## src/verilog/hwpe_regfile_params.svh

```systemverilog
/*
 * HWPE register file parameters
 * Sizes, register offsets and acquire response codes
 */
`ifndef HWPE_REGFILE_PARAMS_SVH
`define HWPE_REGFILE_PARAMS_SVH

`define HWPE_DATA_WIDTH      32
`define HWPE_N_CONTEXT       2   // Power of two
`define HWPE_N_IO_REGS       4
`define HWPE_N_GENERIC_REGS  4
`define HWPE_REG_IDX_W       5
`define HWPE_CXT_W           1   // Context field sits above the register index
`define HWPE_JOB_ID_W        8

// Register offsets
`define HWPE_REG_TRIGGER      0
`define HWPE_REG_ACQUIRE      1
`define HWPE_REG_FINISHED     2
`define HWPE_REG_STATUS       3
`define HWPE_REG_RUNNING      4
`define HWPE_REG_SOFTCLEAR    5
`define HWPE_REG_GENERIC_BASE 8
`define HWPE_REG_IO_BASE      16

`define HWPE_RESP_OFFLOADING 32'hFFFF_FFFE  // -2
`define HWPE_RESP_ALL_BUSY   32'hFFFF_FFFF  // -1
`define HWPE_RDATA_UNMAPPED  32'hDEAD_BEEF

`endif
```

## src/verilog/hwpe_regfile_pkg.sv

```systemverilog
/*
 * HWPE register file package
 * Bus word type and the decoded access kinds
 */
`include "hwpe_regfile_params.svh"

package hwpe_regfile_pkg;

  // One word on the register bus
  typedef logic [`HWPE_DATA_WIDTH-1:0] data_t;

  // Kind of register addressed by a bus access
  typedef enum logic [2:0] {
    ACC_TRIGGER   = 3'd0,  // Start the acquired job
    ACC_ACQUIRE   = 3'd1,  // Test-and-set of a job slot
    ACC_FINISHED  = 3'd2,  // Clear-on-read completion counter
    ACC_STATUS    = 3'd3,  // One busy byte per context
    ACC_RUNNING   = 3'd4,  // Job id on the engine
    ACC_SOFTCLEAR = 3'd5,  // Block-wide clear
    ACC_STORE     = 3'd6,  // Generic or I/O parameter word
    ACC_UNMAPPED  = 3'd7
  } access_kind_e;

endpackage

```

## src/verilog/regfile_access_if.sv

```systemverilog
/*
 * Register file access interface
 * One decoded bus access and the read data returned by each block
 */
`timescale 1ns/1ps
`include "hwpe_regfile_params.svh"

interface regfile_access_if;

  logic                            wr;          // One-cycle write strobe
  logic                            rd;          // One-cycle read strobe
  hwpe_regfile_pkg::access_kind_e  kind;
  logic [`HWPE_REG_IDX_W-1:0]      reg_idx;
  logic [`HWPE_CXT_W-1:0]          cxt;
  hwpe_regfile_pkg::data_t         wdata;
  logic [`HWPE_DATA_WIDTH/8-1:0]   be;
  logic                            soft_clear;  // Registered after a SOFTCLEAR write

  // Combinational read values
  hwpe_regfile_pkg::data_t         mand_rdata;
  hwpe_regfile_pkg::data_t         store_rdata;

  modport bus   (output wr, rd, kind, reg_idx, cxt, wdata, be, soft_clear,
                 input  mand_rdata, store_rdata);
  modport ctrl  (input  wr, rd, kind, soft_clear, output mand_rdata);
  modport store (input  wr, kind, reg_idx, cxt, wdata, be, soft_clear,
                 output store_rdata);

endinterface

```

## src/verilog/hwpe_regfile_top.sv

```systemverilog
/*
 * HWPE control register file
 * Host register bus on one side, engine start, done and parameters on the other
 */
`timescale 1ns/1ps
`include "hwpe_regfile_params.svh"

module hwpe_regfile_top (
  input  logic                                             clk_i,
  input  logic                                             rst_ni,
  // Host register bus
  input  logic                                             req_i,
  input  logic                                             we_i,
  input  logic [`HWPE_CXT_W+`HWPE_REG_IDX_W-1:0]           addr_i,
  input  hwpe_regfile_pkg::data_t                          wdata_i,
  input  logic [`HWPE_DATA_WIDTH/8-1:0]                    be_i,
  output hwpe_regfile_pkg::data_t                          rdata_o,
  // Engine side
  input  logic                                             done_i,
  output logic                                             start_o,
  output logic [`HWPE_N_IO_REGS*`HWPE_DATA_WIDTH-1:0]      io_params_o,
  output logic [`HWPE_N_GENERIC_REGS*`HWPE_DATA_WIDTH-1:0] generic_params_o
);

  logic [`HWPE_CXT_W-1:0] running_cxt;  // From the running job id

  regfile_access_if acc_if ();

  regfile_bus_port i_regfile_bus_port (
    .clk_i   ( clk_i   ),
    .rst_ni  ( rst_ni  ),
    .req_i   ( req_i   ),
    .we_i    ( we_i    ),
    .addr_i  ( addr_i  ),
    .wdata_i ( wdata_i ),
    .be_i    ( be_i    ),
    .rdata_o ( rdata_o ),
    .acc     ( acc_if  )
  );

  offload_ctrl i_offload_ctrl (
    .clk_i         ( clk_i       ),
    .rst_ni        ( rst_ni      ),
    .done_i        ( done_i      ),
    .start_o       ( start_o     ),
    .running_cxt_o ( running_cxt ),
    .acc           ( acc_if      )
  );

  param_store i_param_store (
    .clk_i            ( clk_i            ),
    .rst_ni           ( rst_ni           ),
    .acc              ( acc_if           ),
    .running_cxt_i    ( running_cxt      ),
    .io_params_o      ( io_params_o      ),
    .generic_params_o ( generic_params_o )
  );

endmodule

```

## src/verilog/param_store.sv

```systemverilog
/*
 * Parameter store
 * Generic words and per-context I/O words with byte-enable writes
 */
`timescale 1ns/1ps
`include "hwpe_regfile_params.svh"

module param_store (
  input  logic                                         clk_i,
  input  logic                                         rst_ni,
  regfile_access_if.store                              acc,
  input  logic [`HWPE_CXT_W-1:0]                       running_cxt_i,
  output logic [`HWPE_N_IO_REGS*`HWPE_DATA_WIDTH-1:0]  io_params_o,
  output logic [`HWPE_N_GENERIC_REGS*`HWPE_DATA_WIDTH-1:0] generic_params_o
);

  localparam int IW = `HWPE_REG_IDX_W;
  localparam int CW = `HWPE_CXT_W;
  localparam int NB = `HWPE_DATA_WIDTH/8;

  hwpe_regfile_pkg::data_t [`HWPE_N_GENERIC_REGS-1:0]                  generic_q;
  hwpe_regfile_pkg::data_t [`HWPE_N_CONTEXT-1:0][`HWPE_N_IO_REGS-1:0] io_q;
  logic                                                                store_wr;

  function automatic hwpe_regfile_pkg::data_t be_merge(hwpe_regfile_pkg::data_t old_w,
                                                       hwpe_regfile_pkg::data_t new_w,
                                                       logic [NB-1:0] be);
    hwpe_regfile_pkg::data_t merged;
    merged = old_w;
    for (int b = 0; b < NB; b++) begin
      if (be[b]) merged[b*8 +: 8] = new_w[b*8 +: 8];
    end
    return merged;
  endfunction

  assign store_wr = acc.wr && (acc.kind == hwpe_regfile_pkg::ACC_STORE);

  always_ff @(posedge clk_i or negedge rst_ni) begin
    if (!rst_ni) begin
      generic_q <= '0;
      io_q      <= '0;
    end else if (acc.soft_clear) begin
      generic_q <= '0;
      io_q      <= '0;
    end else if (store_wr) begin
      for (int g = 0; g < `HWPE_N_GENERIC_REGS; g++) begin
        if (acc.reg_idx == IW'(`HWPE_REG_GENERIC_BASE + g))
          generic_q[g] <= be_merge(generic_q[g], acc.wdata, acc.be);
      end
      for (int c = 0; c < `HWPE_N_CONTEXT; c++) begin
        for (int r = 0; r < `HWPE_N_IO_REGS; r++) begin
          if (acc.cxt == CW'(c) && acc.reg_idx == IW'(`HWPE_REG_IO_BASE + r))
            io_q[c][r] <= be_merge(io_q[c][r], acc.wdata, acc.be);
        end
      end
    end
  end

  // Read mux with I/O words taken from the addressed context
  always_comb begin
    acc.store_rdata = '0;
    for (int g = 0; g < `HWPE_N_GENERIC_REGS; g++) begin
      if (acc.reg_idx == IW'(`HWPE_REG_GENERIC_BASE + g)) acc.store_rdata = generic_q[g];
    end
    for (int r = 0; r < `HWPE_N_IO_REGS; r++) begin
      if (acc.reg_idx == IW'(`HWPE_REG_IO_BASE + r)) acc.store_rdata = io_q[acc.cxt][r];
    end
  end

  assign io_params_o      = io_q[running_cxt_i];  // Bank of the job on the engine
  assign generic_params_o = generic_q;

endmodule

```

## src/verilog/offload_ctrl.sv

```systemverilog
/*
 * Offload controller
 * Job id counters, context status, critical flag and finished counter
 */
`timescale 1ns/1ps
`include "hwpe_regfile_params.svh"

module offload_ctrl (
  input  logic                   clk_i,
  input  logic                   rst_ni,
  input  logic                   done_i,
  output logic                   start_o,
  output logic [`HWPE_CXT_W-1:0] running_cxt_o,
  regfile_access_if.ctrl         acc
);

  localparam int JW = `HWPE_JOB_ID_W;
  localparam int CW = `HWPE_CXT_W;
  localparam int NC = `HWPE_N_CONTEXT;

  logic [JW-1:0]         offload_id_q;
  logic [JW-1:0]         running_id_q;
  logic                  running_incr_q;
  logic [CW-1:0]         pointer_cxt_q;   // Context of the last granted job
  logic [NC-1:0][7:0]    status_q;
  logic                  critical_q;
  logic [1:0]            finished_cnt_q;

  logic [NC-1:0]           busy;
  logic                    acquire;
  logic                    grant;
  logic                    trigger;
  logic                    finished_rd;
  hwpe_regfile_pkg::data_t acquire_resp;
  hwpe_regfile_pkg::data_t status_word;

  assign running_cxt_o = running_id_q[CW-1:0];

  assign acquire     = acc.rd && (acc.kind == hwpe_regfile_pkg::ACC_ACQUIRE);
  assign trigger     = acc.wr && (acc.kind == hwpe_regfile_pkg::ACC_TRIGGER);
  assign finished_rd = acc.rd && (acc.kind == hwpe_regfile_pkg::ACC_FINISHED);
  assign grant       = acquire && !critical_q && !(&busy);

  always_comb begin
    status_word = '0;
    for (int i = 0; i < NC; i++) begin
      busy[i]               = |status_q[i];
      status_word[i*8 +: 8] = status_q[i];
    end
  end

  // Open acquire first, then full contexts, else the job id
  always_comb begin
    if (critical_q)   acquire_resp = `HWPE_RESP_OFFLOADING;
    else if (&busy)   acquire_resp = `HWPE_RESP_ALL_BUSY;
    else              acquire_resp = hwpe_regfile_pkg::data_t'(offload_id_q);
  end

  always_comb begin
    case (acc.kind)
      hwpe_regfile_pkg::ACC_ACQUIRE:  acc.mand_rdata = acquire_resp;
      hwpe_regfile_pkg::ACC_FINISHED: acc.mand_rdata = hwpe_regfile_pkg::data_t'(finished_cnt_q);
      hwpe_regfile_pkg::ACC_STATUS:   acc.mand_rdata = status_word;
      hwpe_regfile_pkg::ACC_RUNNING:  acc.mand_rdata = hwpe_regfile_pkg::data_t'(running_id_q);
      default:                        acc.mand_rdata = '0;
    endcase
  end

  // Job id counters with the running id one cycle behind done
  always_ff @(posedge clk_i or negedge rst_ni) begin
    if (!rst_ni) begin
      offload_id_q   <= '0;
      running_id_q   <= '0;
      running_incr_q <= 1'b0;
      pointer_cxt_q  <= '0;
    end else if (acc.soft_clear) begin
      offload_id_q   <= '0;
      running_id_q   <= '0;
      running_incr_q <= 1'b0;
      pointer_cxt_q  <= '0;
    end else begin
      running_incr_q <= done_i;
      if (running_incr_q) running_id_q <= running_id_q + 1'b1;
      if (grant) begin
        offload_id_q  <= offload_id_q + 1'b1;
        pointer_cxt_q <= offload_id_q[CW-1:0];
      end
    end
  end

  // Status bytes where trigger wins over done on its own context
  always_ff @(posedge clk_i or negedge rst_ni) begin
    if (!rst_ni) begin
      status_q <= '0;
    end else if (acc.soft_clear) begin
      status_q <= '0;
    end else begin
      for (int i = 0; i < NC; i++) begin
        if (trigger && pointer_cxt_q == CW'(i)) status_q[i] <= 8'h01;
        else if (done_i && running_cxt_o == CW'(i)) status_q[i] <= 8'h00;
      end
    end
  end

  always_ff @(posedge clk_i or negedge rst_ni) begin
    if (!rst_ni) begin
      critical_q     <= 1'b0;
      finished_cnt_q <= '0;
      start_o        <= 1'b0;
    end else if (acc.soft_clear) begin
      critical_q     <= 1'b0;
      finished_cnt_q <= '0;
      start_o        <= 1'b0;
    end else begin
      start_o <= trigger;
      if (grant)        critical_q <= 1'b1;
      else if (trigger) critical_q <= 1'b0;
      // Clear on read and saturate at 2
      if (finished_rd)                          finished_cnt_q <= '0;
      else if (done_i && finished_cnt_q < 2'd2) finished_cnt_q <= finished_cnt_q + 1'b1;
    end
  end

endmodule

```

## src/verilog/regfile_bus_port.sv

```systemverilog
/*
 * Register bus port
 * Decodes host accesses, raises soft clear and registers the read data
 */
`timescale 1ns/1ps
`include "hwpe_regfile_params.svh"

module regfile_bus_port (
  input  logic                                    clk_i,
  input  logic                                    rst_ni,
  input  logic                                    req_i,
  input  logic                                    we_i,
  input  logic [`HWPE_CXT_W+`HWPE_REG_IDX_W-1:0] addr_i,
  input  hwpe_regfile_pkg::data_t                 wdata_i,
  input  logic [`HWPE_DATA_WIDTH/8-1:0]           be_i,
  output hwpe_regfile_pkg::data_t                 rdata_o,
  regfile_access_if.bus                           acc
);

  localparam int IW = `HWPE_REG_IDX_W;

  // Window bounds with the end entry exclusive
  localparam logic [IW-1:0] GEN_FIRST = IW'(`HWPE_REG_GENERIC_BASE);
  localparam logic [IW-1:0] GEN_END   = IW'(`HWPE_REG_GENERIC_BASE + `HWPE_N_GENERIC_REGS);
  localparam logic [IW-1:0] IO_FIRST  = IW'(`HWPE_REG_IO_BASE);
  localparam logic [IW-1:0] IO_END    = IW'(`HWPE_REG_IO_BASE + `HWPE_N_IO_REGS);

  logic [IW-1:0]                  reg_idx;
  hwpe_regfile_pkg::access_kind_e kind;
  logic                           wr;
  logic                           rd;
  logic                           soft_clear_q;

  assign reg_idx = addr_i[IW-1:0];
  assign wr      = req_i & we_i;
  assign rd      = req_i & ~we_i;

  // Index decode
  always_comb begin
    kind = hwpe_regfile_pkg::ACC_UNMAPPED;
    if ((reg_idx >= IO_FIRST && reg_idx < IO_END) ||
        (reg_idx >= GEN_FIRST && reg_idx < GEN_END)) begin
      kind = hwpe_regfile_pkg::ACC_STORE;
    end else begin
      case (reg_idx)
        IW'(`HWPE_REG_TRIGGER):   kind = hwpe_regfile_pkg::ACC_TRIGGER;
        IW'(`HWPE_REG_ACQUIRE):   kind = hwpe_regfile_pkg::ACC_ACQUIRE;
        IW'(`HWPE_REG_FINISHED):  kind = hwpe_regfile_pkg::ACC_FINISHED;
        IW'(`HWPE_REG_STATUS):    kind = hwpe_regfile_pkg::ACC_STATUS;
        IW'(`HWPE_REG_RUNNING):   kind = hwpe_regfile_pkg::ACC_RUNNING;
        IW'(`HWPE_REG_SOFTCLEAR): kind = hwpe_regfile_pkg::ACC_SOFTCLEAR;
        default:                  kind = hwpe_regfile_pkg::ACC_UNMAPPED;  // 6, 7 and gaps
      endcase
    end
  end

  // Soft clear pulse and read data register
  always_ff @(posedge clk_i or negedge rst_ni) begin
    if (!rst_ni) begin
      soft_clear_q <= 1'b0;
      rdata_o      <= '0;
    end else begin
      soft_clear_q <= wr && (kind == hwpe_regfile_pkg::ACC_SOFTCLEAR);
      if (soft_clear_q) begin
        rdata_o <= '0;
      end else if (rd) begin
        case (kind)
          hwpe_regfile_pkg::ACC_STORE:    rdata_o <= acc.store_rdata;
          hwpe_regfile_pkg::ACC_UNMAPPED: rdata_o <= `HWPE_RDATA_UNMAPPED;
          default:                        rdata_o <= acc.mand_rdata;
        endcase
      end
    end
  end

  assign acc.wr         = wr;
  assign acc.rd         = rd;
  assign acc.kind       = kind;
  assign acc.reg_idx    = reg_idx;
  assign acc.cxt        = addr_i[IW +: `HWPE_CXT_W];
  assign acc.wdata      = wdata_i;
  assign acc.be         = be_i;
  assign acc.soft_clear = soft_clear_q;

endmodule

```

## config.mk

```make
export PLATFORM = sky130hd
export DESIGN_NAME = hwpe_regfile_top
export DESIGN_NICKNAME = d
export VERILOG_FILES = /design/src/verilog/hwpe_regfile_pkg.sv /design/src/verilog/regfile_access_if.sv /design/src/verilog/hwpe_regfile_top.sv /design/src/verilog/param_store.sv /design/src/verilog/offload_ctrl.sv /design/src/verilog/regfile_bus_port.sv
export VERILOG_INCLUDE_DIRS = /design/src /design/src/verilog
export SDC_FILE = /design/constraint.sdc
export NUM_CORES = 1
export LEC_CHECK = 0
export BUFFER_PORTS_ARGS = -buffer_cell sky130_fd_sc_hd__buf_2
export CORE_AREA = 4 4 216 218
export DETAILED_ROUTE_END_ITERATION = 16
export DIE_AREA = 0 0 220 222
export GPL_ROUTABILITY_DRIVEN = 0
export PLACE_DENSITY = 0.77
export SKIP_LAST_GASP = 1
export SYNTH_ARGS = -nofsm -noshare
export SYNTH_HDL_FRONTEND = slang
export SYNTH_HIERARCHICAL = 1
export SYNTH_SLANG_ARGS = --single-unit
export TNS_END_PERCENT = 20
```

## constraint.sdc

```tcl
create_clock -name clk_i -period 1.9 [get_ports clk_i]
set_input_delay 0.475 -clock clk_i [delete_from_list [all_inputs] [get_ports clk_i]]
set_output_delay 0.475 -clock clk_i [all_outputs]
set_load 0.02 [all_outputs]
```

; ---- Yosys cells after proc, flatten, opt, wreduce, memory -nomap -nowiden
; Index checks and enable logic that the tools add are counted.
[totals]
regBits = 455
output_inout_bits = 289
elab_cells = 256
[classes]
addsub = 3
magnitude_cmp = 7
eq_ne = 20
mux = 59
n_bitwise = 6
reduce_logical = 102
[op_table]
columns = operator, count
row1 = $mux 128, 6
row2 = $mux 32, 24
row3 = $mux 256, 2
row4 = $reduce_and 3->1, 48
row5 = $pmux 32 s4, 1
row6 = $mux 8, 12
row7 = $pmux 32 s2, 1
row8 = $reduce_bool 2->1, 20
row9 = $logic_and 1x1->1, 22
row10 = $eq 5x4->1 const B, 4
row11 = $eq 5x5->1 const B, 4
row12 = $pmux 3 s6, 1
row13 = $add 8x1->8 const B, 2
row14 = $mux 16, 1
row15 = $reduce_or 8->1, 2
row16 = $eq 3x3->1 const B, 4
row17 = $reduce_bool 3->1, 4
row18 = $eq 5x2->1 const B, 2
row19 = $eq 5x3->1 const B, 2
row20 = $mux 1, 7
row21 = $eq 3x2->1 const B, 2
row22 = $mux 2, 3
row23 = $eq 5x1->1 const B, 1
row24 = $ge 5x4->1 const B, 1
row25 = other kinds (15), 21

; ---- Longest topological paths before layout
; Gate-level depths: netlist of the first run.
[depth]
ltp_word = 12
depth_mapped = 12

; ---- Modules after synthesis
; Netlist of the first run, hierarchy kept.
[by_module_without_submodules]
columns = module, instances, cells_each, area_per_inst_um2, seq_area_each_um2
row1 = param_store, 1, 1765, 20024.2, 9609.2
row2 = regfile_bus_port, 1, 168, 1905.6, 825.8
row3 = offload_ctrl, 1, 179, 1579.0, 600.6

; ---- Worst setup path before layout of the first run
; Ideal clock, no wire load.
[synth_timing]
path_kind = input port to flip-flop
startpoint = in addr_i[2]
endpoint = reg i_param_store/io_q[112] in the netlist's numbering
setup_time_ns = 0.132
arrival_ns = 2.636
required_ns = 1.768
path_slack_ns = -0.867
cell_stages = 12
n_path_buf = 6
cell_sequence = buf_2 > a211o_1 > buf_2 > buf_2 > o22a_1 > and4b_1 > buf_2 > buf_6 > buf_6 > nand4_2 > mux2i_1 > nor2_1
[synth_via]
elab_chain_len = 8
word_cells_on_any_way = 22
[synth_rtl]
columns = item, line_no
row1 = from (decl), hwpe_regfile_top.sv:14  ; input logic [`HWPE_CXT_W+`HWPE_REG_IDX_W-1:0] addr_i,
row2 = $ge 5x5->1 (tied with other cells), regfile_bus_port.sv:41  ; if ((reg_idx >= IO_FIRST && reg_idx < IO_END) ||
row3 = "$logic_and 1x1->1, on equally long branches", "regfile_bus_port.sv:41, regfile_bus_port.sv:42"
row4 = $logic_or 1x1->1, regfile_bus_port.sv:41
row5 = $mux 3 *, regfile_bus_port.sv:41
row6 = via acc_if.kind[0], regfile_access_if.sv:12  ; hwpe_regfile_pkg::access_kind_e kind;
row7 = $eq 3x3->1 *, param_store.sv:36  ; assign store_wr = acc.wr && (acc.kind == hwpe_regfile_pkg::ACC_STORE);
row8 = $logic_and 1x1->1 *, param_store.sv:36
row9 = $reduce_bool 2->1 (no source line) *, -
row10 = $reduce_and 3->1 (no source line) *, -
row11 = "to (signal, indexed assignment)", param_store.sv:53  ; io_q[c][r] <= be_merge(io_q[c][r], acc.wdata, acc.be);
row12 = to (decl), param_store.sv:22  ; hwpe_regfile_pkg::data_t [`HWPE_N_CONTEXT-1:0][`HWPE_N_IO_REGS-1:0] io_q;
; The timed path passes the listed nets; every way through them passes the cells marked *.
; A chain may end at the register's enable or synchronous reset.

; ---- Final worst setup path of the first run
[layout_timing]
startpoint = reg i_offload_ctrl.running_id_q[0]
endpoint = out io_params_o[45]
[layout_via]
elab_chain_len = 2
[layout_rtl]
columns = item, line_no
row1 = from (decl), offload_ctrl.sv:22  ; logic [JW-1:0] running_id_q;
row2 = from (signal assigned), offload_ctrl.sv:83  ; if (running_incr_q) running_id_q <= running_id_q + 1'b1;
row3 = $mux 128 (implied by the code) (2 in a row), param_store.sv:70  ; assign io_params_o = io_q[running_cxt_i];
row4 = to (decl), hwpe_regfile_top.sv:21  ; output logic [`HWPE_N_IO_REGS*`HWPE_DATA_WIDTH-1:0] io_params_o,
; No other way between the ends. The select of a mux whose other input is x is not followed.

==> results of run 1 <==
## per-layer routing
| metal | up-vias | wire length, um | part of all wire (%) |
|---|---|---|---|
| met4 | 2 | 2760 | 3.5 |
| met1 | 9979 | 31800 | 40 |
| met5 | - | 11 | 0.014 |
| met2 | 1011 | 38000 | 48 |
| li1 | 8476 | - | - |
| met3 | 177 | 6080 | 7.7 |
## flip-flops by register name (all words and copies together) (netlist names)
| register | cells |
|---|---|
| i_regfile_bus_port/acc.soft_clear | 1 |
| i_param_store/generic_params_o | 128 |
| i_offload_ctrl/finished_cnt_q | 2 |
| i_offload_ctrl/running_incr_q | 1 |
| i_offload_ctrl/critical_q | 1 |
| i_offload_ctrl/status_q | 2 |
| i_regfile_bus_port/rdata_o | 32 |
| i_offload_ctrl/start_o | 1 |
| i_offload_ctrl/offload_id_q | 8 |
| i_offload_ctrl/pointer_cxt_q | 1 |
| i_param_store/io_q | 256 |
| i_offload_ctrl/running_id_q | 8 |
## what timing repair did
action	in CTS	in global routing
gates cloned	0	2
endpoints found under the hold margin	33	0
buffers inserted	7	1
gates resized for setup	2	3
setup endpoints to repair	266	513
pin swaps	0	0
hold buffers	1	0
## through the flow
step | cell area [um^2] | total power, W
3_3_place_gp | 27400 | 0.0156
6_report | 29200 | 0.0256
5_1_grt | 29200 | 0.0265
2_1_floorplan | 23700 | 0.0133
3_5_place_dp | 27400 | 0.0157
4_1_cts | 29100 | 0.0255
## worst register-to-register path, cell delays in order (launching register included)
cell and delay (ps):
dfrtp_4 490, or3b_1 460, nor2_2 660, a221o_1 290
## cell families (layout without fill, tap and decap cells)
family,after synthesis,in the layout,share of synthesized area (%)
other,0,2,0
adder cells (fa/ha/maj),2,2,0.106
XOR/XNOR,6,6,0.256
AND/OR/NAND/NOR,614,614,13.8
buffers and inverters,225,666,5.30
multiplexers,485,485,23.4
AO/OA/AOI/OAI,339,339,10.1
flip-flops,441,441,46.9
## how the worst max path moves through the flow
stage          depth (start not counted)  slack [ps]                             end
4_1_cts                                4        -550                  io_params_o[6]
5_1_grt                                4        -560                 io_params_o[45]
2_1_floorplan                         12        -650         i_param_store/io_q[112]
6_report                               4        -530                 io_params_o[45]
3_5_place_dp                           8        -680  i_regfile_bus_port/rdata_o[25]
3_3_place_gp                           7        -630   i_regfile_bus_port/rdata_o[4]
## cells in the mapped netlist, drive strengths merged, types with 5 or more instances
master	number	share of area, %
o2bb2ai	23	0.86
o32ai	24	0.89
nand2	171	2.7
mux4	32	3.1
nand3	10	0.21
a222oi	31	1.3
o21ai	175	3.7
a41oi	12	0.83
mux2	196	9.4
nand4	40	2.2
clkbuf	94	1.5
or3	6	0.16
o2111ai	30	1.1
buf	127	3.7
nor2	244	3.9
nor4b	9	0.47
dfrtp	441	47
nand2b	34	0.90
nor2b	10	0.27
nand3b	64	2.0
mux2i	257	11
a21oi	18	0.38
and2	5	0.13
a221o	9	0.38
## cells in the final DEF (no fill, tap or decap), types with 9 or more instances in the layout
cell type    n
a222oi_1    31
nand2_1    171
o21ai_1     25
clkbuf_8    16
a41oi_2     12
nand2b_1    34
nand3_1     10
a21oi_1     18
dfrtp_1    439
clkbuf_1     9
mux4_2      29
mux2_2     196
o2111ai_1   30
clkbuf_16   50
mux2i_1    257
o21ai_0    150
nor2_1     242
a221o_1      9
o32ai_1     24
nor2b_1     10
nand4_4     25
nand3b_1    64
buf_4      180
nand4_1     12
buf_12      59
buf_2      330
o2bb2ai_1   23
## layout make-up
class	instances	area, um^2	area share [%]
inverters	4	15.0	0.0515
flip-flops and latches	441	11000	37.9
clock inverters	14	191	0.656
repair buffers	575	4300	14.7
clock buffers	73	1460	4.99
diodes	2	5.00	0.0172
well taps	600	751	2.57
multi-input cells	1446	11400	39.1
## power groups by stage
stage	sequential [W]	combinational (W)	clock [W]
global route	0.0105	0.00570	0.0102
floorplan	0.0110	0.00230	0
detailed placement	0.0106	0.00506	0
global placement	0.0106	0.00496	0
finish	0.0105	0.00542	0.00973
CTS	0.0105	0.00524	0.00980
==> results.md, run 1 <==
* Clk_skew at 18.4 ps
* Endpoint, Worst Hold: i_offload_ctrl/running_incr_q
* Synth async-reset ratio at between 90% and 100%
* Grt met1 use at 43.8%
* H-tree depth at 2
* Main flop type after synthesis: dfrtp_1
* # setup viols final at 336
* Crit path capture type: output pin
* Crit path cell chain: buf_12 -> buf_12 -> mux2_2 -> buf_2
* Clock power frac at 37.9%
* Setup TNS Final at -67530 ps
* P_int at 0.0182 W
* P_sw at 0.00748 W
* Post-Route Utilization at 65.0%
* RR Endpoint: i_regfile_bus_port/rdata_o[14]
* Share of layout cells above drive strength 1 at 36.7%
* Yosys reg bits at 441
* Slew at the pin closest to its max-slew limit at 832 ps
* Count of final max-slew check failures at 0
* Num rows at 78
* HP Start: done_i
* CTS sink count at 441
* Vias/cell at 6.23
* Met3 GRT Util at 4.81%
* Core ar. at 44900 um^2
* R2R cell count at 3
* Switch share at 29.2%
* Routed wire length at 78.6 mm
* Busiest grt layer: met2
* GRT Total Usage at 31.5%
* Residual DRC at 0
* Status: finished with violations
* Logic gate share of total power at a little over a fifth
* CP max stage delay at 440 ps
* Fin. Hold Viols at 0
* Port Buf Inserts at 335
* R2R setup slack at -70 ps
* Filler cells at 3411
* Relative slew slack at 44.5%
* Leak at around 16 nW
* Post-DP HPWL at around 55 mm
* Sequential share of power at 40.9%
* Initial Utilization at 52.4%
* Initial antenna violation count at 2
* Crit path launch: i_offload_ctrl/running_id_q[0]
* Avg Cell Area, Syn at 11.1 um^2
* CP Launch Type: flip-flop
* RSZ-0062 raised after global routing: yes
* Clock Path Buffers at 3
* Pre-CTS setup slack at -681 ps
* Post-synth EDFFs at 0
* VDD IR-drop max at ~760 uV
* Cell count of the worst hold path at 2
* Vias in the first global route at 19700
* DIE HEIGHT at around 220 um
* Pin count of the biggest net entering global routing at 108
* Routed Antenna Nets at 0
* Critical path data arrival time at 1960 ps
* Cts bufs inserted at 47
* Die ar. at 48800 um^2
* FF-to-FF Start: i_regfile_bus_port/acc.soft_clear
* Worst min path class: input port to flip-flop
* Final period util at 128%
* Clk slew on worst S/H paths at 60 ps
* Die Wd at 220 um
* I/O Pins at about 340
* Initial DRT Pass Iterations at 8
* DR vias at 19600
* M2 GR Usage at 50.3%
* Worst Path Required at 1420 ps
* Iter 0 DRT Violations at 2164
* Register area share after synthesis at 46.9%
* Top delay family on crit path: buffers and inverters
* Mapped Area at 23500 um^2
* Final Net Count at 2564
* Yosys cell types at 67
* Dpl cells at 3055
* Crit Path Category: flip-flop to output pin
* Largest fanout on the critical path at 16
* First-pass GRT wire length at about 120 mm
* Pwr/cell area at 879 nW/um^2
* Final min period at 2430 ps
* WP buf/inv at 3
* Hold WS at 178 ps
* F_max at approximately 0.41 GHz
* Failing checks: setup timing
* Syn Nets at 2161
* Mapped Cells at 2112
* Slowest-stage cell, CP: dfrtp_4
* Warnings, synthesis at 6
* Layout area overhead at 24.1%
* DR WL/cell at 24.9 um
* MaxCap Viol Count at 0
* Clock insertion delay at the later pin of the skew report at about 600 ps
* Root buffer cell: clkbuf_16
* Fin cells at 3155
* Final setup margin at -534 ps
* Most common cell on crit path: buf_12
* Total global routing overflow at 0
* CTS tree: done
(Power assumes the default switching activity.)
==> run 2, diff against run 1 <==
--- a/config.mk
+++ b/config.mk
@@ -7,9 +7,9 @@
 export NUM_CORES = 1
 export LEC_CHECK = 0
 export BUFFER_PORTS_ARGS = -buffer_cell sky130_fd_sc_hd__buf_2
-export CORE_AREA = 4 4 216 218
+export CORE_AREA = 4 4 212 214
 export DETAILED_ROUTE_END_ITERATION = 16
-export DIE_AREA = 0 0 220 222
+export DIE_AREA = 0 0 216 218
 export GPL_ROUTABILITY_DRIVEN = 0
 export PLACE_DENSITY = 0.77
 export SKIP_LAST_GASP = 1
==> constraint.sdc (replaced) <==
create_clock -name clk_i -period 2.45 [get_ports clk_i]
set_input_delay 0.6125 -clock clk_i [delete_from_list [all_inputs] [get_ports clk_i]]
set_output_delay 0.6125 -clock clk_i [all_outputs]
set_load 0.02 [all_outputs]
==> results.md, run 2 (synthesized netlist as in run 1, its figures left out) <==
* Layout area overhead at 20.9%
* RSZ-0062 raised after global routing: yes
* Switch share at 29.4% (+0.19 points)
* F_max at 0.382 GHz
* Setup TNS Final at -12800 ps (+54730 ps)
* Worst min path class: input port to flip-flop
* R2R cell count at 5 (+2)
* Status: finished with violations
* Max reg flops at 256 (unchanged)
* Die Wd at 216 um (-1.8%)
* Total global routing overflow at 0 (unchanged)
* Routed Antenna Nets at 0 (unchanged)
* Count of final max-slew check failures at 0 (unchanged)
* R2R setup slack at 190 ps (+260 ps)
* Port Buf Inserts at 335 (unchanged)
* Root buffer cell: clkbuf_16
* H-tree depth at 2 (unchanged)
* Grt met1 use at 42.8% (-1.0 points)
* M2 GR Usage at 52.1% (+1.8 points)
* Pin count of the biggest net entering global routing at 166 (+54%)
* Critical path data arrival time at 2010 ps (+50 ps)
* Commonest non-fill, non-tap cells in the layout: dfrtp_1 (439), buf_2 (325), mux2i_1 (257)
* DIE HEIGHT at 218 um (-1.8%)
* Clock Path Buffers at 3 (unchanged)
* Post-DP HPWL at 52.0 mm (-4.7%)
* CTS sink count at 441 (unchanged)
* Total Power at 0.0195 W (-24%)
* Vias/cell at 6.24 (+0.19%)
* Final min period at 2620 ps
* Dpl cells at 2963 (-3.0%)
* Cts bufs inserted at 47 (unchanged)
* Commonest non-fill, non-tap cell in the layout: dfrtp_1
* CP Launch Type: flip-flop
* GRT Total Usage at 31.6% (+0.087 points)
* Crit Path Category: flip-flop to output pin
* Leak at 15.5 nW (-3.0%)
* Sequential share of power at 41.9% (+1.0 points)
* Crit path cell chain: buf_12 -> buf_16 -> mux2_2 -> buf_2
* Busiest grt layer: met2
* Num rows at 76 (-2.6%)
* Iter 0 DRT Violations at 1922 (-11%)
* Initial antenna violation count at 1 (-1)
* N_diodes at 0 (-2)
* Residual DRC at 0 (unchanged)
* Routed wire length at 75.9 mm (-3.4%)
* Vias in the first global route at 19400 (-1.6%)
* Initial Utilization at 54.8% (+2.5 points)
* Fin. Hold Viols at 0 (unchanged)
* Core ar. at 42900 um^2 (-4.5%)
* Hold WS at 334 ps (+156 ps)
* Logic gate share of total power at 20.6% (-0.6 points)
* Initial DRT Pass Iterations at 7 (-1)
* Most flop-heavy register: i_param_store/io_q
* MaxCap Viol Count at 0 (unchanged)
* First-pass GRT wire length at 117 mm (-2.5%)
* P_int at 0.0138 W (-24%)
* CTS tree: done
* VDD IR-drop max at 494 uV (-35%)
* Die ar. at 47100 um^2 (-3.6%)
* Slew at the pin closest to its max-slew limit at 836 ps (+4.02 ps)
* I/O Pins at 336 (unchanged)
* Fin cells at 3050 (-3.3%)
* Worst Path Required at 1840 ps (+420 ps)
* Crit path capture type: output pin
* # setup viols final at 128 (-62%)
* DR vias at 19000 (-3.1%)
* Clk slew on worst S/H paths at 60 ps (about the same)
* Clk_skew at 19.4 ps (+1.02 ps)
* RR Endpoint: i_regfile_bus_port/rdata_o[21]
* Largest fanout on the critical path at 16 (unchanged)
* CP max stage delay at 460 ps (+20 ps)
* CP Capture Point: io_params_o[78]
* Final Net Count at 2486 (-3.0%)
* Clock insertion delay at the later pin of the skew report at 580 ps (about the same)
* FF-to-FF Start: i_param_store/generic_params_o[53]
* Clock power frac at 37.5% (-0.4 points)
* Pwr/cell area at 687 nW/um^2 (-22%)
* Cell count of the worst hold path at 2 (unchanged)
* P_sw at 0.00573 W (-23%)
* Relative slew slack at 44.3% (-0.21 points)
* Met3 GRT Util at 5.25% (+0.44 points)
* Final period util at 107%
* Filler cells at 3267 (-4.2%)
* Crit path launch: i_offload_ctrl/running_id_q[0]
* DR WL/cell at 24.9 um (-0.12%)
* Failing checks: setup timing
* Final setup margin at -171 ps (+363 ps)
* Share of layout cells above drive strength 1 at 34.4% (-2.3 points)
* Slowest-stage cell, CP: dfrtp_4
## run 2: changes by cell type in the layout (fill, tap and decap cells not counted), moves of 2 or more
cell | previous run | this run
diode_2 | 2 | 0
mux2_2 | 196 | 189
mux2_4 | 0 | 7
buf_16 | 1 | 7
buf_12 | 59 | 44
buf_2 | 330 | 325
buf_4 | 180 | 116
clkbuf_8 | 16 | 8
## run 2: worst min-delay path by stage
stage                                               from                              to
after floorplan                                   rst_ni       i_offload_ctrl/critical_q
after global placement    i_regfile_bus_port/rdata_o[11]  i_regfile_bus_port/rdata_o[11]
after detailed placement  i_regfile_bus_port/rdata_o[18]  i_regfile_bus_port/rdata_o[18]
after CTS                                         done_i   i_offload_ctrl/running_incr_q
after global routing                              done_i   i_offload_ctrl/running_incr_q
final                                             done_i   i_offload_ctrl/running_incr_q
## run 2: critical path, delay by kind of cell, from the launching register on
| kind | cells | cell delay [ps] |
|---|---|---|
| buffers and inverters | 3 | 540 |
| flip-flops | 1 | 460 |
| multiplexers | 1 | 400 |
## run 2: per-stage QoR
stage          utilization [%]  worst slack, ps  cell area (um^2)
6_report                  66.3             -171             28400
5_1_grt                   66.3             -193             28400
4_1_cts                   66.1             -180             28400
3_5_place_dp              62.0             -307             26600
2_1_floorplan                -             -233             23700
3_3_place_gp              62.0             -308             26600
## run 2: area by class of cell
class	count	area, um^2	area share (%)
clock inverter	11	180	0.634
clock buffer	66	1370	4.82
multi-input combinational	1446	11400	40.2
sequential	441	11000	38.9
inverter	4	15.0	0.0528
timing repair buffer	497	3640	12.8
tap	585	732	2.58
## run 2: per-layer routing
layer  vias up  part of all wire [%]  routed length, um
li1       8292                     -                  -
met1      9670                    40              30600
met2       891                    49              36900
met3       173                   7.6               5790
met4         2                   3.5               2630
met5         -                 0.017                 13
## run 2: power by group through the flow
stage / Combinational (W) / Clock [W] / Sequential (W)
2_1_floorplan: 0.00179 / 0 / 0.00855
3_3_place_gp: 0.00332 / 0 / 0.00824
3_5_place_dp: 0.00338 / 0 / 0.00827
4_1_cts: 0.00394 / 0.00739 / 0.00816
5_1_grt: 0.00422 / 0.00770 / 0.00822
6_report: 0.00403 / 0.00732 / 0.00817
## run 2: what timing repair did
action                     CTS  global route
setup endpoints to repair  128           128
hold buffers                 1             0
gates cloned                 5             1
hold endpoints to repair    29             0
setup buffers                3             0
gates resized for setup     11            12
